===== config.mk =====
export PLATFORM = sky130hd
export DESIGN_NAME = tile_reg_decoder
export DESIGN_NICKNAME = d
export VERILOG_FILES = /design/src/logic/tile_pkg.sv /design/src/logic/tile_reg_decoder.sv
export VERILOG_INCLUDE_DIRS = /design/src /design/src/logic
export SDC_FILE = /design/constraint.sdc
export NUM_CORES = 1
export LEC_CHECK = 0
export BUFFER_PORTS_ARGS = -buffer_cell sky130_fd_sc_hd__buf_4
export CAP_MARGIN = 20
export CORE_AREA = 2 2 213 215
export DETAILED_ROUTE_END_ITERATION = 8
export DIE_AREA = 0 0 215 217
export GPL_TIMING_DRIVEN = 0
export SYNTH_ARGS = -nofsm -noshare
export SYNTH_HDL_FRONTEND = slang
export SYNTH_SLANG_ARGS = --single-unit

===== constraint.sdc =====
create_clock -name vclk -period 2.8
set_clock_uncertainty 0.15 [all_clocks]
set_input_delay 0.42 -clock vclk [all_inputs]
set_output_delay 0.42 -clock vclk [all_outputs]
set_load 0.01 [all_outputs]

===== src/logic/tile_params.svh =====
// --------------------
// Tile layer sizing macros: layers, registers, map geometry,
// RAM depth, FIFO depth and credit limits
// --------------------
`ifndef TILE_PARAMS_SVH
`define TILE_PARAMS_SVH

// Four layers of seven 16-bit registers each
`define TILE_NUM_LAYERS   4
`define TILE_LAYER_W      2
`define TILE_NUM_REGS     7
`define TILE_REG_WIDTH    16

// Host register address is layer * 8 + register index
`define TILE_REG_IDX_W    3

// Flat width of the whole register bank
`define TILE_ALL_REG_BITS (`TILE_NUM_LAYERS * `TILE_NUM_REGS * `TILE_REG_WIDTH)

// Map is 32 by 32 tiles of 8 by 8 pixels
`define TILE_MAP_COLS     32
`define TILE_MAP_ROWS     32
`define TILE_SIZE_LOG2    3
`define TILE_COORD_W      16

// Tile map RAM holds 4096 words
`define TILE_RAM_ADDR_W   12

// FIFO depth doubles as the initial request credit count
`define TILE_FIFO_DEPTH   4
`define TILE_OUT_CREDIT_W 4
`define TILE_OUT_CREDIT_MAX 15

`endif


===== src/logic/tile_pkg.sv =====
// --------------------
// Register index and host target enums, host write, layer
// configuration, pixel request and pixel result structs
// --------------------
`default_nettype none

`include "tile_params.svh"

package tile_pkg;

  // Register index within one layer
  typedef enum logic [`TILE_REG_IDX_W-1:0] {
    CTRL0       = 3'd0,
    CTRL1       = 3'd1,
    DATA_OFFSET = 3'd2,
    NOP_VALUE   = 3'd3,
    COLOR_KEY   = 3'd4,
    OFFSET_X    = 3'd5,
    OFFSET_Y    = 3'd6
  } tile_reg_e;

  // Destination of one host write
  typedef enum logic {
    HOST_REGS = 1'b0,
    HOST_MAP  = 1'b1
  } host_target_e;

  typedef struct packed {
    logic                         en;
    host_target_e                 target;
    logic [`TILE_RAM_ADDR_W-1:0]  addr;
    logic [`TILE_REG_WIDTH-1:0]   data;
  } host_wr_t;

  // Decoded fields of the selected layer, CTRL0 bits 0 to 9 first
  typedef struct packed {
    logic layer_enabled;
    logic enable_8bit;
    logic enable_nop;
    logic enable_scroll;
    logic enable_transp;
    logic enable_alpha;
    logic enable_color;
    logic enable_wrap_x;
    logic enable_wrap_y;
    logic enable_flip;
    logic [`TILE_REG_WIDTH-1:0] ctrl1;
    logic [`TILE_REG_WIDTH-1:0] data_offset;
    logic [`TILE_REG_WIDTH-1:0] nop_value;
    logic [`TILE_REG_WIDTH-1:0] color_key;
    logic [`TILE_REG_WIDTH-1:0] offset_x;
    logic [`TILE_REG_WIDTH-1:0] offset_y;
  } tile_layer_cfg_t;

  typedef struct packed {
    logic                      valid;
    logic [`TILE_LAYER_W-1:0]  layer;
    logic [`TILE_COORD_W-1:0]  x;
    logic [`TILE_COORD_W-1:0]  y;
    logic [7:0]                tag;
  } pix_req_t;

  typedef struct packed {
    logic                        valid;
    logic [7:0]                  tag;
    logic                        transparent;
    logic [`TILE_REG_WIDTH-1:0]  tile_value;
    logic [`TILE_SIZE_LOG2-1:0]  px;
    logic [`TILE_SIZE_LOG2-1:0]  py;
    logic [7:0]                  alpha;
  } pix_out_t;

  // Stage 1 of the pixel pipe, holding what stage 2 needs from the config
  typedef struct packed {
    logic                        valid;
    logic [7:0]                  tag;
    logic                        hidden;
    logic                        enable_nop;
    logic                        enable_transp;
    logic                        enable_flip;
    logic [`TILE_REG_WIDTH-1:0]  nop_value;
    logic [`TILE_REG_WIDTH-1:0]  color_key;
    logic [`TILE_SIZE_LOG2-1:0]  px;
    logic [`TILE_SIZE_LOG2-1:0]  py;
    logic [7:0]                  alpha;
  } pipe_s1_t;

endpackage

`default_nettype wire


===== src/logic/tile_reg_decoder.sv =====
// --------------------
// Layer select and register field decode
// --------------------
`timescale 1ns/1ps
`default_nettype none

`include "tile_params.svh"

module tile_reg_decoder
  import tile_pkg::*;
(
  input  logic [`TILE_LAYER_W-1:0]      layer,
  input  logic [`TILE_ALL_REG_BITS-1:0] reg_values,
  output tile_layer_cfg_t               cfg
);

  // Registers of every layer, unpacked from the flat bank vector
  logic [`TILE_REG_WIDTH-1:0] layer_regs [`TILE_NUM_LAYERS][`TILE_NUM_REGS];
  // Registers of the selected layer only
  logic [`TILE_REG_WIDTH-1:0] sel [`TILE_NUM_REGS];

  for (genvar l = 0; l < `TILE_NUM_LAYERS; l++) begin : g_layer
    for (genvar r = 0; r < `TILE_NUM_REGS; r++) begin : g_reg
      assign layer_regs[l][r] =
          reg_values[(l * `TILE_NUM_REGS + r) * `TILE_REG_WIDTH +: `TILE_REG_WIDTH];
    end
  end

  for (genvar r = 0; r < `TILE_NUM_REGS; r++) begin : g_sel
    assign sel[r] = layer_regs[layer][r];
  end

  always_comb begin
    // Enable flags sit in CTRL0 bits 0 to 9
    cfg.layer_enabled = sel[CTRL0][0];
    cfg.enable_8bit   = sel[CTRL0][1];
    cfg.enable_nop    = sel[CTRL0][2];
    cfg.enable_scroll = sel[CTRL0][3];
    cfg.enable_transp = sel[CTRL0][4];
    cfg.enable_alpha  = sel[CTRL0][5];
    cfg.enable_color  = sel[CTRL0][6];
    cfg.enable_wrap_x = sel[CTRL0][7];
    cfg.enable_wrap_y = sel[CTRL0][8];
    cfg.enable_flip   = sel[CTRL0][9];
    // Whole-register fields
    cfg.ctrl1         = sel[CTRL1];
    cfg.data_offset   = sel[DATA_OFFSET];
    cfg.nop_value     = sel[NOP_VALUE];
    cfg.color_key     = sel[COLOR_KEY];
    cfg.offset_x      = sel[OFFSET_X];
    cfg.offset_y      = sel[OFFSET_Y];
  end

endmodule

`default_nettype wire


==> metrics.cfg <==
[critical_path]
worstSetupEndpointType = output port
crit_chain = buf_2 -> clkbuf_1 -> mux4_2 -> buf_4
cp-startpoint = layer[1]
crit_required_ps = 2230
critPathLaunchType = input port
path_delay_family = buffers and inverters
crit_path_max_incr_delay_ps = 760
critical-path-slowest-cell = sky130_fd_sc_hd__clkbuf_1
worst_ep_arrival_time_ps = 2090
critPathBufInv = 3
critPathKind = in -> out
timing.critical_path.fanout_max = 10

[sta]
period_share_pct = 95.1
worst-slew-pin-transition_ps = 976
totalNegativeSetupSlack_ps = 0
final-hold-violation-count = 0
achievable-frequency_mhz = 376
timing.final.crit_period_ps = 2660
rsz0062_at_grt = no
finalSetupViolCount = 0
timing.final.max_slew_violations = 0
slew_headroom_pct = 34.9

[detailed_routing]
route.final.wire_length_um = 21300
via_per_inst = 3.22
routedWlPerCell_um = 16.9
final_antenna_net_count = 0
detailedRoute.firstPassIterationCount = 4
drt_iter0_markers = 87
via_count = 4066
drt_drc_violations_left = 0

[power_and_ir_drop]
p_seq_share_pct = 0
cell_internal_pwr_uw = 811
netSwitchingFraction_pct = 33.7
p_clk_share_pct = 0
vdd.ir_drop.worst_uv = 62.6
power.density_cell_area_nw_per_um2 = 168
p_switching_uw = 413
total_leakage_power_nw = 3.32
combPwrFrac_pct = 100.0

[placed_design]
gp_congestion = 0.893
placed_area_um2 = 7290
port_buf_inserts = 530
detailedPlacementHpwl_um = 19600

[worst_hold_path]
hold-path-endpoint = cfg[85]
holdCritPathClass = in -> out
worstHoldPathCells = 3
hold_start = reg_values[357]

[finish]
finish.net_count = 1112
layout.sequential_cells = 0
final_design_area_no_fill_um2 = 7290
clock_buffer_count = 0
synthToLayoutAreaGrowth_pct = 185
drive_gt1_share_pct = 99.1
layout.area.seq_um2 = 0

[yosys]
post_synth_fa_ha_maj_area_fraction_pct = 0
synth_top_family_by_area = multiplexers
syn-instance-count = 130
synth-seq-area-share_pct = 0
cell_area_after_technology_mapping_um2 = 2560
synth_simple_gate_area_share_pct = 0
synth-xor-area-share_pct = 0
post_synthesis_compound_gate_area_fraction_pct = 0
yosys_warnings = 0
syn_avg_cell_area_um2 = 19.7
syn-num-nets = 580
post_synth_mux_area_share_pct = 93.4
ys_types = 5

[run]
maxCapViolations = 0

[die]
die_area_um2 = 46700
die_width_um = 215
io_pins = 556
dieHeight_um = 217
floorplan.core_area_um2 = 44700
initial_standard_cell_utilization_of_the_core_pct = 5.72
rows = 78

[global_routing]
grt.met3_usage_pct = 2.04
track_usage_pct = 8.18
first_global_vias = 4419
overflow = 0
grt_use_met1_pct = 8.96
grt_start_max_net_pins = 11
grtUsageMet2_pct = 15.5
grt_busiest_layer = met2
antenna_found_initial = 6
grt_first_pass_wirelength_um = 28300

[cts]
buffers_inserted_during_post_cts_setup_optimization = 0
resized_after_cts = 0
cts-hold-fix-buffers = 0

[status]
result_of_the_run = completed

layout by cell type (no fill, tap or decap):
cell / n
sky130_fd_sc_hd__buf_2: 12
sky130_fd_sc_hd__diode_2: 3
sky130_fd_sc_hd__buf_4: 530
sky130_fd_sc_hd__buf_8: 5
sky130_fd_sc_hd__clkbuf_1: 6
sky130_fd_sc_hd__buf_6: 1
sky130_fd_sc_hd__mux4_2: 106
stage by stage:
step	std cells	setup WS, ps	total power, mW	util (%)	hold slack (ps)
final	1263	138	1.22	16.3	1090
after global routing	1263	54.8	1.29	16.3	1090
after CTS	1260	56.3	1.24	16.3	1090
after detailed placement	1260	54.8	1.24	16.3	1090
after global placement	1260	80.9	1.22	16.3	1090
after floorplan	130	866	0.445	-	930
how the worst max path moves through the flow:
stage,endpoint,slack [ps],cells past startpoint
after detailed placement,cfg[81],50,5
final,cfg[24],140,4
after CTS,cfg[81],60,5
after global routing,cfg[24],50,4
after global placement,cfg[24],80,4
after floorplan,cfg[0],870,3
cell usage after synthesis, drive strengths merged:
| cell type | count | share of area, % |
|---|---|---|
| mux4 | 106 | 93 |
| buf | 18 | 5.7 |
| clkbuf | 6 | 0.88 |
per-layer routing:
layer	up-vias	wire [um]
met2	334	11100
met5	-	12
met4	2	612
li1	1750	-
met3	28	1970
met1	1952	7600
cells by family (layout without fill, tap and decap cells):
kind of cell / Yosys count / count (layout)
buf+inv: 24 / 554
other cells: 0 / 3
mux: 106 / 106
cell type report:
class | count | area (um^2)
Fill cell | 5046 | 37400
Timing Repair Buffer | 530 | 3980
Multi-Input combinational cell | 106 | 2390
Tap cell | 600 | 751
Buffer | 24 | 169
Antenna cell | 3 | 7.51
power groups by stage:
stage	Sequential (mW)	Combinational, mW	Clock [mW]
final	0	1.22	0.000000144
after global routing	0	1.29	0.000000144
after CTS	0	1.24	0
after detailed placement	0	1.24	0
after global placement	0	1.22	0
after floorplan	0	0.445	0
(Power assumes the default switching activity.)
