## src/logic/tile_params.svh

```systemverilog
// --------------------
// Tile layer sizing macros: layers, registers, map geometry,
// RAM depth, FIFO depth and credit limits
// --------------------
`ifndef TILE_PARAMS_SVH
`define TILE_PARAMS_SVH

// Four layers of seven 16-bit registers each
`define TILE_NUM_LAYERS   4
`define TILE_LAYER_W      2
`define TILE_NUM_REGS     7
`define TILE_REG_WIDTH    16

// Host register address is layer * 8 + register index
`define TILE_REG_IDX_W    3

// Flat width of the whole register bank
`define TILE_ALL_REG_BITS (`TILE_NUM_LAYERS * `TILE_NUM_REGS * `TILE_REG_WIDTH)

// Map is 32 by 32 tiles of 8 by 8 pixels
`define TILE_MAP_COLS     32
`define TILE_MAP_ROWS     32
`define TILE_SIZE_LOG2    3
`define TILE_COORD_W      16

// Tile map RAM holds 4096 words
`define TILE_RAM_ADDR_W   12

// FIFO depth doubles as the initial request credit count
`define TILE_FIFO_DEPTH   4
`define TILE_OUT_CREDIT_W 4
`define TILE_OUT_CREDIT_MAX 15

`endif

```

## src/logic/tile_pkg.sv

```systemverilog
// --------------------
// Register index and host target enums, host write, layer
// configuration, pixel request and pixel result structs
// --------------------
`default_nettype none

`include "tile_params.svh"

package tile_pkg;

  // Register index within one layer
  typedef enum logic [`TILE_REG_IDX_W-1:0] {
    CTRL0       = 3'd0,
    CTRL1       = 3'd1,
    DATA_OFFSET = 3'd2,
    NOP_VALUE   = 3'd3,
    COLOR_KEY   = 3'd4,
    OFFSET_X    = 3'd5,
    OFFSET_Y    = 3'd6
  } tile_reg_e;

  // Destination of one host write
  typedef enum logic {
    HOST_REGS = 1'b0,
    HOST_MAP  = 1'b1
  } host_target_e;

  typedef struct packed {
    logic                         en;
    host_target_e                 target;
    logic [`TILE_RAM_ADDR_W-1:0]  addr;
    logic [`TILE_REG_WIDTH-1:0]   data;
  } host_wr_t;

  // Decoded fields of the selected layer, CTRL0 bits 0 to 9 first
  typedef struct packed {
    logic layer_enabled;
    logic enable_8bit;
    logic enable_nop;
    logic enable_scroll;
    logic enable_transp;
    logic enable_alpha;
    logic enable_color;
    logic enable_wrap_x;
    logic enable_wrap_y;
    logic enable_flip;
    logic [`TILE_REG_WIDTH-1:0] ctrl1;
    logic [`TILE_REG_WIDTH-1:0] data_offset;
    logic [`TILE_REG_WIDTH-1:0] nop_value;
    logic [`TILE_REG_WIDTH-1:0] color_key;
    logic [`TILE_REG_WIDTH-1:0] offset_x;
    logic [`TILE_REG_WIDTH-1:0] offset_y;
  } tile_layer_cfg_t;

  typedef struct packed {
    logic                      valid;
    logic [`TILE_LAYER_W-1:0]  layer;
    logic [`TILE_COORD_W-1:0]  x;
    logic [`TILE_COORD_W-1:0]  y;
    logic [7:0]                tag;
  } pix_req_t;

  typedef struct packed {
    logic                        valid;
    logic [7:0]                  tag;
    logic                        transparent;
    logic [`TILE_REG_WIDTH-1:0]  tile_value;
    logic [`TILE_SIZE_LOG2-1:0]  px;
    logic [`TILE_SIZE_LOG2-1:0]  py;
    logic [7:0]                  alpha;
  } pix_out_t;

  // Stage 1 of the pixel pipe, holding what stage 2 needs from the config
  typedef struct packed {
    logic                        valid;
    logic [7:0]                  tag;
    logic                        hidden;
    logic                        enable_nop;
    logic                        enable_transp;
    logic                        enable_flip;
    logic [`TILE_REG_WIDTH-1:0]  nop_value;
    logic [`TILE_REG_WIDTH-1:0]  color_key;
    logic [`TILE_SIZE_LOG2-1:0]  px;
    logic [`TILE_SIZE_LOG2-1:0]  py;
    logic [7:0]                  alpha;
  } pipe_s1_t;

endpackage

`default_nettype wire

```

## src/logic/tile_reg_bank.sv

```systemverilog
// --------------------
// Per-layer tile register storage written by the host
// --------------------
`timescale 1ns/1ps
`default_nettype none

`include "tile_params.svh"

module tile_reg_bank
  import tile_pkg::*;
(
  input  logic                          clk,
  input  logic                          rst_n,
  input  host_wr_t                      host_wr,
  output logic [`TILE_ALL_REG_BITS-1:0] reg_values
);

  // One 16-bit register per layer and index
  logic [`TILE_REG_WIDTH-1:0] regs [`TILE_NUM_LAYERS][`TILE_NUM_REGS];

  logic [`TILE_REG_IDX_W-1:0] wr_idx;
  logic [`TILE_LAYER_W-1:0]   wr_layer;
  logic                       wr_hit;

  // Low address bits pick the register, the next bits pick the layer
  assign wr_idx   = host_wr.addr[`TILE_REG_IDX_W-1:0];
  assign wr_layer = host_wr.addr[`TILE_REG_IDX_W +: `TILE_LAYER_W];

  // Index 7 is a hole in each layer's address window and is dropped
  assign wr_hit = host_wr.en && (host_wr.target == HOST_REGS) &&
                  (wr_idx < `TILE_REG_IDX_W'(`TILE_NUM_REGS));

  always_ff @(posedge clk) begin
    if (!rst_n) begin
      for (int l = 0; l < `TILE_NUM_LAYERS; l++) begin
        for (int r = 0; r < `TILE_NUM_REGS; r++) begin
          regs[l][r] <= '0;
        end
      end
    end else if (wr_hit) begin
      regs[wr_layer][wr_idx] <= host_wr.data;
    end
  end

  // Flatten layer by layer, register 0 of layer 0 in the low bits
  for (genvar l = 0; l < `TILE_NUM_LAYERS; l++) begin : g_layer
    for (genvar r = 0; r < `TILE_NUM_REGS; r++) begin : g_reg
      assign reg_values[(l * `TILE_NUM_REGS + r) * `TILE_REG_WIDTH +: `TILE_REG_WIDTH] =
          regs[l][r];
    end
  end

  // The host never aims a register write past the last layer
  a_reg_layer_range : assert property (
    @(posedge clk) disable iff (!rst_n)
    (host_wr.en && host_wr.target == HOST_REGS) |->
      ((host_wr.addr >> `TILE_REG_IDX_W) < `TILE_NUM_LAYERS)
  );

endmodule

`default_nettype wire

```

## config.mk

```make
export PLATFORM = sky130hd
export DESIGN_NAME = tile_reg_bank
export DESIGN_NICKNAME = d
export VERILOG_FILES = /design/src/logic/tile_pkg.sv /design/src/logic/tile_reg_bank.sv
export VERILOG_INCLUDE_DIRS = /design/src /design/src/logic
export SDC_FILE = /design/constraint.sdc
export NUM_CORES = 1
export LEC_CHECK = 0
export ABC_AREA = 1
export BUFFER_PORTS_ARGS = -buffer_cell sky130_fd_sc_hd__clkbuf_2
export CORE_MARGIN = 8
export CORE_UTILIZATION = 35
export DETAILED_ROUTE_END_ITERATION = 8
export PLACE_DENSITY = 0.58
export SLEW_MARGIN = 5
export SYNTH_ARGS = -nofsm -noshare
export SYNTH_HDL_FRONTEND = slang
export SYNTH_SLANG_ARGS = --single-unit
export TNS_END_PERCENT = 1
```

## constraint.sdc

```tcl
create_clock -name clk -period 1.62 [get_ports clk]
set_input_delay 0.081 -clock clk [delete_from_list [all_inputs] [get_ports clk]]
set_output_delay 0.081 -clock clk [all_outputs]
set_load 0.005 [all_outputs]
```

==> impl_results.md <==
* Result of the run: complete, no violations
* Post-synthesis instance area at 0.0160 sq mm
* Drt pass-1 iters at 7
* Number of filler instances in the final layout at 3916
* Worst path setup slack after routing at 0.351 ns
* Initial Utilization at 35.4%
* Arrival time at the worst endpoint at 1.19 ns
* Io pins at 480
* Worst Tran Pin Value at 0.502 ns
* Total of max-cap violations at 0
* Beginning of the worst hold path: host_wr[0]
* Combined area of the multi-input logic cells at 0.00208 sq mm
* Buffers added on ports at 472
* Cells traversed along the worst timing path: clkbuf_2
* Routed wire per std cell at 23.0 um
* CTS H-Tree Depth at 2
* Final HPWL from detailed placement at 35.5 mm
* Post-synthesis net count at 1090
* Highest ir drop seen on vdd at 1.02 mV
* Share of post-route cells with drive strength above 1 at 41.8%
* Post-synthesis average cell area at 15.1 sq um
* Static leakage at 8.95 nW
* Antenna violations before repair at 4
* Total count of max-transition violations in the final report at 0
* Share of the synthesized area in the top cell type at 84.2%
* CTS sink count at 448
* Overflow left after global routing at 0
* Final cell count without fillers at 2251
* Layout Nets at 1645
* Number of hold buffers added after CTS at 7
* Crit Path Category: reg -> out
* Inserted Clock Buffers at 46
* Tightest Hold Check Type: in -> reg
* Critical Path Slowest Stage Cell: sky130_fd_sc_hd__edfxtp_1
* Synthesis-to-layout area growth at 35.7%
* # DRC at 0
* Vias after detailed routing at 10500
* Leading area contributor after synthesis: sky130_fd_sc_hd__edfxtp_1
* Total negative slack at 0 ns
* Violation count after the first detailed-routing iteration at 943
* Post-CTS repair timing setup buffer count at 0
* Unrepaired setup endpoints after global routing: false
* Critical path buffers and inverters at 1
* Number of placed instances with taps included at 2158
* Standard-cell rows at 78
* Clock period minus final worst setup slack at 1.27 ns
* Worst hold path depth at 4
* Flip-flop count of the largest register after layout at 448
* Final cycle utilization of the critical path at 78.4%
* Biggest regs: regs: 448 flops
* Wire length of the first global-routing pass at 72.9 mm
* Worst slack at placement at 0.162 ns
* Clock tree root driver cell: sky130_fd_sc_hd__clkbuf_16
* End of the worst hold path: regs[2][16]
* Fraction of the yosys area taken by sequential cells at 84.2%
* Die Outline Area at 0.0528 sq mm
* Via count of the first global-routing pass at 10600
* Final Hold Violating Endpoints at 0
* Largest cells by area after synthesis: sky130_fd_sc_hd__edfxtp_1 84%, sky130_fd_sc_hd__nor2_1 11%, sky130_fd_sc_hd__nand2_2 1.1%
* Maximum fanout encountered on the critical timing path at 1
* Post-detailed-route via-to-cell ratio at 4.67
* Worst path required time at 1.54 ns
* Reg with most FFs: regs
* Number of nets still failing antenna checks after routing at 0
* Quantity of gates resized following cts at 0
* Power density cells at 1220 mW/mm^2
* CTS tree: done
* Overall Global Routing Usage at 18.8%
* Sum of routed wire length over all layers at 51.8 mm
* Pin count of the biggest net entering global routing at 29
* Final weighted congestion in routability-driven placement at 0.773
* Kind of launch point of the worst setup path: flop
* Clock slew seen by the registers of the worst setup and hold paths at 0.06 ns
* Total core area at 0.0452 sq mm
* # setup viols final at 0
* Number of buffers between clock root and the deepest sink at 3
* Y dimension of the die at 230 um
* Horizontal die dimension at 230 um
* Delay contributed by the slowest stage of the critical path at 0.47 ns
* Max Fclk at 788 MHz
* Element type at the critical path end: output port
* Distinct cell type count of the synthesized netlist at 13
* Kind of cell with the highest combined delay on the critical path: flip-flops
* Area occupied by registers at 0.0135 sq mm
* Post-synthesis instance total at 1058
* Worst-case headroom to the max-slew limit at 66.5%
* Synth warnings at 0
* Flip-flop and latch count after synthesis at 448
-- power by group --
group          leakage (nW)  switching, W  internal, W
clock                 0.782       0.00437      0.00678
sequential             4.26      0.000217       0.0133
combinational          3.91       0.00111     0.000677
total                  8.95       0.00570       0.0208
-- synth_stat cells, drive strengths merged --
| master | number |
|---|---|
| inv | 23 |
| clkbuf | 19 |
| edfxtp | 448 |
| nand3 | 6 |
| nand2 | 59 |
| nor2 | 459 |
| buf | 44 |
-- cells by family (layout without fill, tap and decap cells) --
group,count (synthesis),count (layout),synth area share [%]
other,0,1,0
DFF,448,448,84.2
buffers and inverters,86,678,2.79
and+or+nand+nor,524,524,13.0
-- per-stage QoR --
step / util (%) / hold slack (ns) / total power [W] / cell area [sq um]
floorplan: - / 0.330 / 0.0142 / 16000
global placement: 44.3 / 0.485 / 0.0156 / 20000
detailed placement: 44.3 / 0.483 / 0.0156 / 20000
CTS: 48.0 / 0.00922 / 0.0267 / 21700
global route: 48.0 / 0.0190 / 0.0272 / 21700
finish: 48.0 / 0.0375 / 0.0265 / 21700
-- layout make-up --
cell class | count | share of cell area, %
Sequential cell | 448 | 62.1
Timing Repair Buffer | 570 | 17.1
Multi-Input combinational cell | 524 | 9.60
Clock buffer | 56 | 5.78
Tap cell | 600 | 3.46
Clock inverter | 29 | 1.60
Inverter | 23 | 0.398
Antenna cell | 1 | 0.0115
-- cell usage in the layout, fill, tap and decap left out, types with 2 or more instances in the layout --
cell type,n
sky130_fd_sc_hd__nand3_1,5
sky130_fd_sc_hd__inv_1,6
sky130_fd_sc_hd__nand2_1,31
sky130_fd_sc_hd__clkinv_1,8
sky130_fd_sc_hd__buf_4,44
sky130_fd_sc_hd__clkbuf_16,49
sky130_fd_sc_hd__inv_2,17
sky130_fd_sc_hd__clkinv_2,9
sky130_fd_sc_hd__buf_12,47
sky130_fd_sc_hd__nand2_2,28
sky130_fd_sc_hd__clkinvlp_4,2
sky130_fd_sc_hd__nor2_2,10
sky130_fd_sc_hd__dlygate4sd3_1,7
sky130_fd_sc_hd__bufinv_16,8
sky130_fd_sc_hd__edfxtp_1,448
sky130_fd_sc_hd__clkbuf_1,7
sky130_fd_sc_hd__clkbuf_2,472
sky130_fd_sc_hd__nor2_1,449
-- worst max path at each step --
stage,start,to,slack (ns),cells after the start
2_1_floorplan,host_wr[28],regs[0][100],0.05,6
3_3_place_gp,host_wr[28],regs[2][100],0.12,7
3_5_place_dp,host_wr[28],regs[2][99],0.16,7
4_1_cts,regs[3][64],reg_values[368],0.30,1
5_1_grt,regs[2][82],reg_values[242],0.30,1
6_report,regs[2][82],reg_values[242],0.35,1
-- routing by layer --
layer / share of wire [%] / vias up / track usage [%]
li1: - / 4719 / -
met1: 38 / 5156 / 22.0
met2: 49 / 533 / 32.0
met3: 10 / 88 / 7.29
met4: 2.6 / 6 / 5.34
met5: 0.050 / - / 0
No activity file was read; power rests on OpenSTA's default activity.
