$ cat src/logic/tile_params.svh
// --------------------
// Tile layer sizing macros: layers, registers, map geometry,
// RAM depth, FIFO depth and credit limits
// --------------------
`ifndef TILE_PARAMS_SVH
`define TILE_PARAMS_SVH

// Four layers of seven 16-bit registers each
`define TILE_NUM_LAYERS   4
`define TILE_LAYER_W      2
`define TILE_NUM_REGS     7
`define TILE_REG_WIDTH    16

// Host register address is layer * 8 + register index
`define TILE_REG_IDX_W    3

// Flat width of the whole register bank
`define TILE_ALL_REG_BITS (`TILE_NUM_LAYERS * `TILE_NUM_REGS * `TILE_REG_WIDTH)

// Map is 32 by 32 tiles of 8 by 8 pixels
`define TILE_MAP_COLS     32
`define TILE_MAP_ROWS     32
`define TILE_SIZE_LOG2    3
`define TILE_COORD_W      16

// Tile map RAM holds 4096 words
`define TILE_RAM_ADDR_W   12

// FIFO depth doubles as the initial request credit count
`define TILE_FIFO_DEPTH   4
`define TILE_OUT_CREDIT_W 4
`define TILE_OUT_CREDIT_MAX 15

`endif

$ cat src/logic/tile_pkg.sv
// --------------------
// Register index and host target enums, host write, layer
// configuration, pixel request and pixel result structs
// --------------------
`default_nettype none

`include "tile_params.svh"

package tile_pkg;

  // Register index within one layer
  typedef enum logic [`TILE_REG_IDX_W-1:0] {
    CTRL0       = 3'd0,
    CTRL1       = 3'd1,
    DATA_OFFSET = 3'd2,
    NOP_VALUE   = 3'd3,
    COLOR_KEY   = 3'd4,
    OFFSET_X    = 3'd5,
    OFFSET_Y    = 3'd6
  } tile_reg_e;

  // Destination of one host write
  typedef enum logic {
    HOST_REGS = 1'b0,
    HOST_MAP  = 1'b1
  } host_target_e;

  typedef struct packed {
    logic                         en;
    host_target_e                 target;
    logic [`TILE_RAM_ADDR_W-1:0]  addr;
    logic [`TILE_REG_WIDTH-1:0]   data;
  } host_wr_t;

  // Decoded fields of the selected layer, CTRL0 bits 0 to 9 first
  typedef struct packed {
    logic layer_enabled;
    logic enable_8bit;
    logic enable_nop;
    logic enable_scroll;
    logic enable_transp;
    logic enable_alpha;
    logic enable_color;
    logic enable_wrap_x;
    logic enable_wrap_y;
    logic enable_flip;
    logic [`TILE_REG_WIDTH-1:0] ctrl1;
    logic [`TILE_REG_WIDTH-1:0] data_offset;
    logic [`TILE_REG_WIDTH-1:0] nop_value;
    logic [`TILE_REG_WIDTH-1:0] color_key;
    logic [`TILE_REG_WIDTH-1:0] offset_x;
    logic [`TILE_REG_WIDTH-1:0] offset_y;
  } tile_layer_cfg_t;

  typedef struct packed {
    logic                      valid;
    logic [`TILE_LAYER_W-1:0]  layer;
    logic [`TILE_COORD_W-1:0]  x;
    logic [`TILE_COORD_W-1:0]  y;
    logic [7:0]                tag;
  } pix_req_t;

  typedef struct packed {
    logic                        valid;
    logic [7:0]                  tag;
    logic                        transparent;
    logic [`TILE_REG_WIDTH-1:0]  tile_value;
    logic [`TILE_SIZE_LOG2-1:0]  px;
    logic [`TILE_SIZE_LOG2-1:0]  py;
    logic [7:0]                  alpha;
  } pix_out_t;

  // Stage 1 of the pixel pipe, holding what stage 2 needs from the config
  typedef struct packed {
    logic                        valid;
    logic [7:0]                  tag;
    logic                        hidden;
    logic                        enable_nop;
    logic                        enable_transp;
    logic                        enable_flip;
    logic [`TILE_REG_WIDTH-1:0]  nop_value;
    logic [`TILE_REG_WIDTH-1:0]  color_key;
    logic [`TILE_SIZE_LOG2-1:0]  px;
    logic [`TILE_SIZE_LOG2-1:0]  py;
    logic [7:0]                  alpha;
  } pipe_s1_t;

endpackage

`default_nettype wire

$ cat src/logic/tile_pixel_pipe.sv
// --------------------
// Coordinate to tile-pixel pipeline with result FIFO
// and request and result credit counters
// --------------------
`timescale 1ns/1ps
`default_nettype none

`include "tile_params.svh"

module tile_pixel_pipe
  import tile_pkg::*;
(
  input  logic                         clk,
  input  logic                         rst_n,
  input  pix_req_t                     pix_req,
  output logic                         req_credit,
  output logic [`TILE_LAYER_W-1:0]     cfg_layer,
  input  tile_layer_cfg_t              cfg,
  output logic [`TILE_RAM_ADDR_W-1:0]  rd_addr,
  input  logic [`TILE_REG_WIDTH-1:0]   rd_data,
  output pix_out_t                     pix_out,
  input  logic                         out_credit
);

  localparam int COORD_W   = `TILE_COORD_W;
  localparam int COL_SHIFT = $clog2(`TILE_MAP_COLS);
  localparam int PTR_W     = $clog2(`TILE_FIFO_DEPTH);
  localparam int CNT_W     = $clog2(`TILE_FIFO_DEPTH + 1);
  // Map size in pixels, 256 on each axis
  localparam logic [COORD_W-1:0] MAP_W_PIX = COORD_W'(`TILE_MAP_COLS << `TILE_SIZE_LOG2);
  localparam logic [COORD_W-1:0] MAP_H_PIX = COORD_W'(`TILE_MAP_ROWS << `TILE_SIZE_LOG2);

  logic [COORD_W-1:0] map_x, map_y;
  logic [COORD_W-1:0] wrap_x, wrap_y;
  logic               oor_x, oor_y;
  logic [COORD_W-1:0] tile_col, tile_row;
  logic [COORD_W-1:0] addr_full;

  pipe_s1_t s1;
  pix_out_t s2, s2_next;

  pix_out_t              fifo_mem [`TILE_FIFO_DEPTH];
  logic [PTR_W-1:0]      wr_ptr, rd_ptr;
  logic [CNT_W-1:0]      fifo_count;
  logic                  push, pop;

  logic [`TILE_OUT_CREDIT_W-1:0] out_credits;
  // Credits currently held by the requester
  logic [CNT_W-1:0]              req_owned;

  // The decoder looks at the layer of the request being accepted
  assign cfg_layer = pix_req.layer;

  always_comb begin
    // Scroll adds the layer offset, wrapping at 2^16
    map_x = cfg.enable_scroll ? pix_req.x + cfg.offset_x : pix_req.x;
    map_y = cfg.enable_scroll ? pix_req.y + cfg.offset_y : pix_req.y;
    // Wrap folds into the map, otherwise anything past the edge is off-map
    wrap_x = cfg.enable_wrap_x ? (map_x & (MAP_W_PIX - 1'b1)) : map_x;
    wrap_y = cfg.enable_wrap_y ? (map_y & (MAP_H_PIX - 1'b1)) : map_y;
    oor_x  = !cfg.enable_wrap_x && (map_x >= MAP_W_PIX);
    oor_y  = !cfg.enable_wrap_y && (map_y >= MAP_H_PIX);
    tile_col  = wrap_x >> `TILE_SIZE_LOG2;
    tile_row  = wrap_y >> `TILE_SIZE_LOG2;
    addr_full = cfg.data_offset + (tile_row << COL_SHIFT) + tile_col;
  end

  // Address goes straight to the RAM, data returns alongside stage 1
  assign rd_addr = addr_full[`TILE_RAM_ADDR_W-1:0];

  // Stage 1 samples the config in the request's first cycle
  always_ff @(posedge clk) begin
    if (!rst_n) begin
      s1.valid <= 1'b0;
    end else begin
      s1.valid         <= pix_req.valid;
      s1.tag           <= pix_req.tag;
      s1.hidden        <= !cfg.layer_enabled || oor_x || oor_y;
      s1.enable_nop    <= cfg.enable_nop;
      s1.enable_transp <= cfg.enable_transp;
      s1.enable_flip   <= cfg.enable_flip;
      s1.nop_value     <= cfg.nop_value;
      s1.color_key     <= cfg.color_key;
      s1.px            <= wrap_x[`TILE_SIZE_LOG2-1:0];
      s1.py            <= wrap_y[`TILE_SIZE_LOG2-1:0];
      s1.alpha         <= cfg.enable_alpha ? cfg.ctrl1[7:0] : 8'hff;
    end
  end

  always_comb begin
    s2_next.valid       = s1.valid;
    s2_next.tag         = s1.tag;
    s2_next.tile_value  = rd_data;
    s2_next.transparent = s1.hidden ||
                          (s1.enable_nop && rd_data == s1.nop_value) ||
                          (s1.enable_transp && rd_data == s1.color_key);
    // Bit 15 of the map entry asks for a horizontal mirror
    s2_next.px          = (s1.enable_flip && rd_data[15]) ? 3'd7 - s1.px : s1.px;
    s2_next.py          = s1.py;
    s2_next.alpha       = s1.alpha;
  end

  // Stage 2 holds the finished result until it is pushed
  always_ff @(posedge clk) begin
    if (!rst_n) begin
      s2.valid <= 1'b0;
    end else begin
      s2 <= s2_next;
    end
  end

  assign push = s2.valid;
  assign pop  = (fifo_count != '0) && (out_credits != '0);

  always_ff @(posedge clk) begin
    if (push) begin
      fifo_mem[wr_ptr] <= s2;
    end
  end

  // Pointers wrap naturally since the depth is a power of two
  always_ff @(posedge clk) begin
    if (!rst_n) begin
      wr_ptr     <= '0;
      rd_ptr     <= '0;
      fifo_count <= '0;
    end else begin
      if (push) wr_ptr <= wr_ptr + 1'b1;
      if (pop) rd_ptr <= rd_ptr + 1'b1;
      case ({push, pop})
        2'b10:   fifo_count <= fifo_count + 1'b1;
        2'b01:   fifo_count <= fifo_count - 1'b1;
        default: fifo_count <= fifo_count;
      endcase
    end
  end

  // Each pop shows one result for one cycle and hands one credit back
  always_ff @(posedge clk) begin
    if (!rst_n) begin
      pix_out.valid <= 1'b0;
      req_credit    <= 1'b0;
    end else begin
      if (pop) begin
        pix_out       <= fifo_mem[rd_ptr];
        pix_out.valid <= 1'b1;
      end else begin
        pix_out.valid <= 1'b0;
      end
      req_credit <= pop;
    end
  end

  always_ff @(posedge clk) begin
    if (!rst_n) begin
      out_credits <= '0;
      req_owned   <= CNT_W'(`TILE_FIFO_DEPTH);
    end else begin
      case ({out_credit, pop})
        2'b10:   out_credits <= out_credits + 1'b1;
        2'b01:   out_credits <= out_credits - 1'b1;
        default: out_credits <= out_credits;
      endcase
      case ({pix_req.valid, req_credit})
        2'b10:   req_owned <= req_owned - 1'b1;
        2'b01:   req_owned <= req_owned + 1'b1;
        default: req_owned <= req_owned;
      endcase
    end
  end

  // A request without a credit could land on a full FIFO two cycles later
  a_req_has_credit : assert property (
    @(posedge clk) disable iff (!rst_n)
    pix_req.valid |-> (req_owned != '0)
  );

  // The consumer never grants more than 15 unspent credits
  a_out_credit_max : assert property (
    @(posedge clk) disable iff (!rst_n)
    (out_credit && !pop) |-> (out_credits < `TILE_OUT_CREDIT_MAX)
  );

endmodule

`default_nettype wire

$ cat config.mk
export PLATFORM = sky130hd
export DESIGN_NAME = tile_pixel_pipe
export DESIGN_NICKNAME = d
export VERILOG_FILES = /design/src/logic/tile_pkg.sv /design/src/logic/tile_pixel_pipe.sv
export VERILOG_INCLUDE_DIRS = /design/src /design/src/logic
export SDC_FILE = /design/constraint.sdc
export NUM_CORES = 1
export LEC_CHECK = 0
export BUFFER_PORTS_ARGS = -buffer_cell sky130_fd_sc_hd__buf_2
export CORE_ASPECT_RATIO = 1.4
export CORE_MARGIN = 2
export CORE_UTILIZATION = 30
export CTS_BUF_LIST = sky130_fd_sc_hd__clkbuf_4
export DETAILED_ROUTE_END_ITERATION = 6
export PLACE_DENSITY = 0.53
export REMOVE_ABC_BUFFERS = 1
export SLEW_MARGIN = 20
export SYNTH_ARGS = -nofsm -noshare
export SYNTH_HDL_FRONTEND = slang
export SYNTH_SLANG_ARGS = --single-unit
$ cat constraint.sdc
create_clock -name clk -period 5.8 [get_ports clk]
set_input_delay 0.87 -clock clk [delete_from_list [all_inputs] [get_ports clk]]
set_output_delay 0.87 -clock clk [all_outputs]
set_load 0.01 [all_outputs]
==> impl_results.md, run 1 <==
- DR vias: 7728
- Final setup violating endpoints: 0
- Register area share after synthesis: 68.0%
- MaxCap Viol Count: 0
- RR Endpoint: out_credits[3]$_SDFFE_PN0P_
- Comb power frac: 17.7%
- CP Capture Type: output pin
- Max Used Layer: met5
- Die Ht: 253 um
- DRT Wirelength: 29.2 mm
- Int Pwr: 4.01 mW
- CTS tree: yes
- M1 WL: 10.8 mm
- Row count: 91
- HPWL Detailed: 19.5 mm
- CTS Buffer Depth: 3
- Antenna violations before repair: 12
- Period utilisation layout: 97.1%
- Global-route wire length before repair: 45.0 mm
- Static leakage: 5.94 nW
- CP max stage delay: 0.51 ns
- Global Route Usage Sum: 13.0%
- Worst hold start: cfg[37]
- Largest net degree at the start of global routing: 46
- Worst r2r src: out_credits[0]$_SDFFE_PN0P_
- I/O pin count: 223
- CTS Root Cell: clkbuf_4
- Hold Path Sink: s1[19]$_DFFE_PP_
- Vias per cell: 4.56
- Synthesized cell area: 0.0133 mm^2
- Flops & latches, synth: 306
- H-tree levels: 3
- Worst path arrival time: 4.76 ns
- Crit path buffers/inverters: 3
- Critical path origin: pix_req[24]
- Psw: 1.44 mW
- Slowest-stage cell, CP: or4_4
- Placed Instance Area: 0.0151 mm^2
- Synth unique cells: 55
- Flop pwr share: 50.2%
- Peak VDD IR: 0.141 mV
- CORE AREA: 0.0439 mm^2
- Hold Crit Class: in2reg
- Crit Path Max Fanout: 4
- Layout Nets: 1316
- Pwr/cell area: 338 mW/mm^2
- Routed wl met3: 2.09 mm
- Worst path cell trace: buf_2, ha_4, inv_2, fa_2, nor2b_4, o31a_1, or4_4, a31oi_4, a31oi_4, nor2_2, fa_1, ha_4, or3_1, o21ai_1, a21oi_2, a21o_1, a21oi_2, xnor2_1, xnor2_1, buf_2
- Syn avg cell area: 16.6 um^2
- Post-DR wirelength/cell: 17.2 um
- Clock Sinks: 306
- Drt pass-1 iters: 4
- Starting density of the core: 30.3%
- Yosys warnings: 0
- Reg2reg setup slack: 3.45 ns
- Port Buffers: 204
- Tmin final: 5.63 ns
- Fin area: 0.0161 mm^2
- Switching share of power: 26.4%
- Startpoint types: input pin
- Worst hold stages: 1
- DRT antenna net count: 0
- DRC: 0
- Fmax: 0.178 GHz
- GRT overflow: 0
- Layout area overhead: 21.3%
- Post-synth EDFFs: 292
- Clock power frac: 32.1%
- Cells after Synth: 800
- Slew margin rel.: 39.8%
- Worst-margin pin slew: 0.903 ns
- Die area: 0.0461 mm^2
- Predominant post-synthesis flop cell: edfxtp_1
- Clock skew: 0.0464 ns
- Post-synth ARST share: 0%
- Layout Cells excl Fill: 1696
- Insertion delay to the later sink of the worst-skew pair: 0.74 ns
- Gpl congestion: 0.817
- Count of final hold-check violations: 0
- Hold_ws: 0.296 ns
- Iteration-0 DRC Markers: 256
- Share of cells above drive strength 1: 36.8%
- Clk slew on worst S/H paths: 0.08 ns
- WS Path Type: in2out
- CP Data Required Time: 4.93 ns
- Fillers: 4236
- CTS Buf Count: 76
- Placed cells: 1560
- Reg2Reg Depth: 9
- Die W: 182 um
- CP delay by family, top: compound AO/OA/AOI/OAI gates
- Slew Viols, Final: 0
- Vias in the first global route: 8402
- Status: complete, no violations
- WL met2: 15.5 mm
==> area by class of cell <==
| type | instances | area (um^2) | share of cell area, % |
|---|---|---|---|
| Antenna cell | 2 | 5.00 | 0.0310 |
| Clock buffer | 109 | 818 | 5.07 |
| Clock inverter | 21 | 120 | 0.744 |
| Inverter | 40 | 150 | 0.930 |
| Multi-Input combinational cell | 434 | 4100 | 25.4 |
| Sequential cell | 306 | 9050 | 56.1 |
| Tap cell | 558 | 698 | 4.33 |
| Timing Repair Buffer | 226 | 1190 | 7.37 |
==> power groups by stage <==
stage	Clock (mW)	Sequential [mW]	Combinational, mW
after floorplan	0	2.76	0.623
after global placement	0	2.79	0.946
after detailed placement	0	2.80	0.953
after CTS	1.85	2.75	0.961
after global routing	1.95	2.77	1.08
final	1.75	2.74	0.966
==> layer usage <==
metal	vias up	track usage [%]
met5	-	0
met4	18	5.76
met3	72	4.63
met2	236	24.2
met1	3708	12.9
li1	3694	-
==> state kept, by name, summed over array words and instances (netlist names), 2 cells and up <==
name,cells
rd_ptr,2
s1,59
out_credits,4
wr_ptr,2
pix_out,39
s2,39
fifo_mem,156
fifo_count,3
==> through the flow <==
step	setup TNS, ns	util (%)	power, mW	setup slack, ns
after floorplan	0	-	3.39	0.482
after global placement	-0.00855	34.3	3.74	-0.00855
after detailed placement	0	34.3	3.75	0.0273
after CTS	0	36.5	5.56	0.0149
after global routing	-0.0336	36.7	5.79	-0.0276
final	0	36.7	5.45	0.169
==> cells by family after synthesis <==
logic type / share of synthesized area [%]
buf+inv: 1.78
compound gates: 5.28
simple gates: 5.23
flops: 68.0
xor+xnor: 5.00
mux: 8.05
fa+ha+maj: 6.64
==> worst max-delay path by stage <==
stage,endpoint,cells after the start
final,rd_addr[11],20
after global routing,rd_addr[11],20
after CTS,rd_addr[11],20
after detailed placement,rd_addr[11],22
after global placement,rd_addr[11],22
after floorplan,rd_addr[11],18
==> layout by cell type, fill, tap and decap left out, types with 5 or more instances in the layout <==
cell type,n
clkbuf_4,109
nor2_1,26
xnor2_1,61
nand2b_1,10
nand2_1,23
mux2_2,10
xor2_1,15
a21oi_1,24
buf_2,203
nor4_1,9
mux2i_1,8
o21ai_0,22
and2_1,13
dfxtp_1,12
mux4_2,39
and2_2,5
edfxtp_1,292
inv_1,39
ha_1,51
clkinv_1,13
nand3_1,6
a21o_1,11
nor2b_1,7
nor3_1,6
fa_1,10
buf_4,23
nand4_1,10
a21oi_2,5
==> Yosys cell counts, types with 5 or more instances <==
| master | count | area, um^2 |
|---|---|---|
| edfxtp_1 | 292 | 8770 |
| xnor2_1 | 61 | 534 |
| ha_1 | 53 | 663 |
| inv_1 | 40 | 150 |
| mux4_2 | 39 | 878 |
| a21oi_1 | 29 | 145 |
| nor2_1 | 27 | 101 |
| o21ai_0 | 24 | 120 |
| nand2_1 | 23 | 86.3 |
| and2_1 | 18 | 113 |
| xor2_1 | 15 | 131 |
| dfxtp_1 | 14 | 280 |
| a21o_1 | 11 | 82.6 |
| fa_1 | 11 | 220 |
| mux2_2 | 10 | 113 |
| nand2b_1 | 10 | 62.6 |
| nand4_1 | 10 | 62.6 |
| buf_1 | 9 | 33.8 |
| nor4_1 | 9 | 56.3 |
| clkbuf_1 | 8 | 30.0 |
| mux2i_1 | 8 | 80.1 |
| nand3_1 | 7 | 35.0 |
| nor2b_1 | 7 | 43.8 |
| nor3_1 | 6 | 30.0 |
| a31oi_1 | 5 | 31.3 |
==> repair_timing <==
action                     4_1_cts  5_1_grt
hold buffers                     0        0
setup buffers                    0        4
setup endpoints to repair        1        2
gates resized for setup          1       18
pin swaps                        0       17
No activity file was read; power rests on OpenSTA's default activity.
==> inputs of run 2 (changes only) <==
ABC_AREA = 1   (was not set)
CELL_PAD_IN_SITES_DETAIL_PLACEMENT = 2   (was not set)
CELL_PAD_IN_SITES_GLOBAL_PLACEMENT = 2   (was not set)
PLACE_DENSITY = 0.72   (was 0.53)
==> run 2 against run 1 <==
- cell area up 3.5%
- combinational power up 30%
- first-iteration DRC count is 51% higher
==> impl_results.md, run 2 <==
- Flops & latches, synth: 306 (unchanged)
- Resized Gates After CTS: 0 (-1)
- Die Ht: 260 um (+2.7%)
- Predominant post-synthesis flop cell: edfxtp_1
- Starting density of the core: 30.4% (+0.15 points)
- Post-synth top area cell: edfxtp_1
- Hold_ws: 0.309 ns (+0.0124 ns)
- CP Capture Type: output pin
- CTS Buf Count: 69 (-9.2%)
- Max reg flops: 156 (unchanged)
- Post-synth EDFFs: 292 (unchanged)
- Most common cell after layout, fill and taps aside: edfxtp_1
- Most frequent cell after synthesis: edfxtp_1
- Global Route Usage Sum: 17.8% (+4.9 points)
- Count of final hold-check violations: 0 (unchanged)
- Fillers: 5109 (+21%)
- WS Path Type: in2out
- DRT Wirelength: 42.9 mm (+47%)
- CP max stage delay: 0.48 ns (-0.03 ns)
- Syn avg cell area: 11.3 um^2 (-32%)
- Global-route wire length before repair: 66.2 mm (+47%)
- Crit path buffers/inverters: 6 (+3)
- Die W: 187 um (+2.7%)
- Number of post-CTS setup repair buffers: 0 (unchanged)
- Fmax: 0.183 GHz (+3.1%)
- Drt pass-1 iters: 5 (+1)
- DR vias: 10200 (+33%)
- MaxCap Viol Count: 0 (unchanged)
- Reg2reg setup slack: 3.38 ns (-0.07 ns)
- Yosys top cell area share: 62.4% (-3.5 points)
- Largest register by flop count: fifo_mem
- CTS Buffer Depth: 3 (unchanged)
- Layout Nets: 1727 (+31%)
- DRC: 0 (unchanged)
- Insertion delay to the later sink of the worst-skew pair: 0.75 ns (about the same)
- Area contributors post-synth: edfxtp_1, nand2_1, ha_1
- Clock skew: 0.0545 ns (+0.00817 ns)
- HPWL Detailed: 30.6 mm (+57%)
- Synthesized cell area: 0.0141 mm^2 (+5.6%)
- Worst path arrival time: 4.59 ns (-0.17 ns)
- Vias in the first global route: 11700 (+39%)
- Share of cells above drive strength 1: 22.7% (-14 points)
- Die area: 0.0486 mm^2 (+5.5%)
- Iteration-0 DRC Markers: 387 (+51%)
- Slew margin rel.: 41.6% (+1.8 points)
- Crit Path Max Fanout: 4 (unchanged)
- Slew Viols, Final: 0 (unchanged)
- Static leakage: 6.84 nW (+15%)
- Clk slew on worst S/H paths: 0.07 ns (about the same)
- Layout area overhead: 18.9%
- Most frequent CP cell: nand2_1
- Post-DR wirelength/cell: 19.9 um (+15%)
- Top cells by count, synth: edfxtp_1, nand2_1, inv_1
- Slowest-stage cell, CP: fa_1
- I/O pin count: 223 (unchanged)
- Antenna violations before repair: 13 (+1)
- Peak VDD IR: 0.157 mV (+12%)
- CORE AREA: 0.0462 mm^2 (+5.1%)
- Startpoint types: input pin
- Status: complete, no violations
- Setup TNS: 0 ns (unchanged)
- RSZ-0062 raised after global routing: no
- Post-synth ARST share: 0% (unchanged)
- Port Buffers: 204 (unchanged)
- Vias per cell: 4.74 (+4.1%)
- Final worst setup slack: 0.336 ns (+0.167 ns)
- Largest regs: fifo_mem (156), s1 (59)
- Dpl ws: 0.244 ns (+0.217 ns)
- Cts hold-fix bufs: 0 (unchanged)
- CTS Root Cell: clkbuf_4
- Hold Crit Class: in2reg
- DRT antenna net count: 0 (unchanged)
- Most frequent cells in the layout: edfxtp_1, nand2_1, buf_2
- CP Data Required Time: 4.93 ns (about the same)
- Period utilisation layout: 94.2% (-2.9 points)
- Yosys warnings: 0 (unchanged)
- Row count: 93 (+2.2%)
- CTS tree: yes
- Pwr/cell area: 345 mW/mm^2 (+2.2%)
- Largest net degree at the start of global routing: 80 (+74%)
- Register area share after synthesis: 64.4% (-3.6 points)
- H-tree levels: 3 (unchanged)
- Worst-margin pin slew: 0.876 ns (-0.0267 ns)
- Synth unique cells: 44 (-20%)
- Clock Sinks: 306 (unchanged)
- Cells after Synth: 1244 (+56%)
- Tmin final: 5.46 ns (-0.167 ns)
- Gpl congestion: 0.807 (-1.2%)
- GRT overflow: 0 (unchanged)
- Final setup violating endpoints: 0 (unchanged)
- CP delay by family, top: simple AND/OR/NAND/NOR gates
-- run 2: changes by cell type in the layout (fill, tap and decap cells not counted), moves of 10 or more --
| cell | before | now |
|---|---|---|
| o22ai_1 | 2 | 41 |
| nand2b_1 | 10 | 0 |
| buf_4 | 23 | 13 |
| mux4_2 | 39 | 0 |
| xnor2_1 | 61 | 37 |
| mux2_2 | 10 | 0 |
| nand2_1 | 23 | 221 |
| clkbuf_4 | 109 | 96 |
| o21ai_0 | 22 | 105 |
| nor2_1 | 26 | 126 |
| inv_1 | 39 | 131 |
| a21oi_1 | 24 | 39 |
| nand3_1 | 6 | 49 |
-- run 2: path summary, 6_finish.rpt --
| kind | startpoint | cells past startpoint | to |
|---|---|---|---|
| max | pix_req[24] | 28 | rd_addr[11] |
| min | pix_req[5] | 1 | s1[55]$_DFFE_PP_ |
| max reg2reg | out_credits[0]$_SDFFE_PN0P_ | 14 | out_credits[3]$_SDFFE_PN0P_ |
| min reg2reg | s1[58]$_SDFF_PN0_ | 2 | push$_SDFF_PN0_ |
-- run 2: cell families after synthesis --
family	share of synthesized area [%]
multiplexers	0.142
adder cells (fa/ha/maj)	6.29
AND/OR/NAND/NOR	13.4
buffers and inverters	4.83
flip-flops	64.4
XOR/XNOR	2.93
AO/OA/AOI/OAI	8.07
-- run 2: routing by layer --
layer	vias to the layer above	track usage [%]	part of all wire (%)
met2	254	35.0	56
met5	-	0	0.27
met4	18	5.45	1.8
met3	75	4.28	5.1
li1	4839	-	-
met1	5063	18.6	37
-- run 2: worst reg2reg max path, cell delays in order, from the launching register on --
cell      delay (ns)
dfxtp_1         0.30
inv_1           0.16
nand4_1         0.13
nand2_1         0.19
inv_1           0.12
ha_1            0.24
ha_1            0.34
nand2_1         0.09
nor2_1          0.04
a211oi_1        0.26
nor2_1          0.07
nor2_1          0.09
nand2_1         0.07
o21ai_0         0.15
a21oi_1         0.06
-- run 2: area by class of cell --
class | count | area, um^2 | share of cell area (%)
multi-input combinational | 764 | 4340 | 26.0
clock inverter | 20 | 185 | 1.11
sequential | 306 | 9050 | 54.2
timing repair buffer | 216 | 1110 | 6.66
clock buffer | 96 | 721 | 4.31
inverter | 138 | 518 | 3.10
tap | 617 | 772 | 4.62
antenna | 3 | 7.51 | 0.0449
-- run 2: per-stage QoR --
step,std cells,util [%],power (mW),instance area (um^2)
2_1_floorplan,1208,-,3.49,13900
3_3_place_gp,2041,34.2,3.95,15800
3_5_place_dp,2041,34.2,4.04,15800
4_1_cts,2157,36.1,5.88,16700
5_1_grt,2159,36.2,6.12,16700
6_report,2160,36.2,5.77,16700
-- run 2: where the power goes --
group | total (mW) | switching (mW) | internal, mW
Combinational | 1.26 | 0.839 | 0.424
Clock | 1.80 | 0.854 | 0.942
Sequential | 2.71 | 0.0749 | 2.63
Total | 5.77 | 1.77 | 4.00
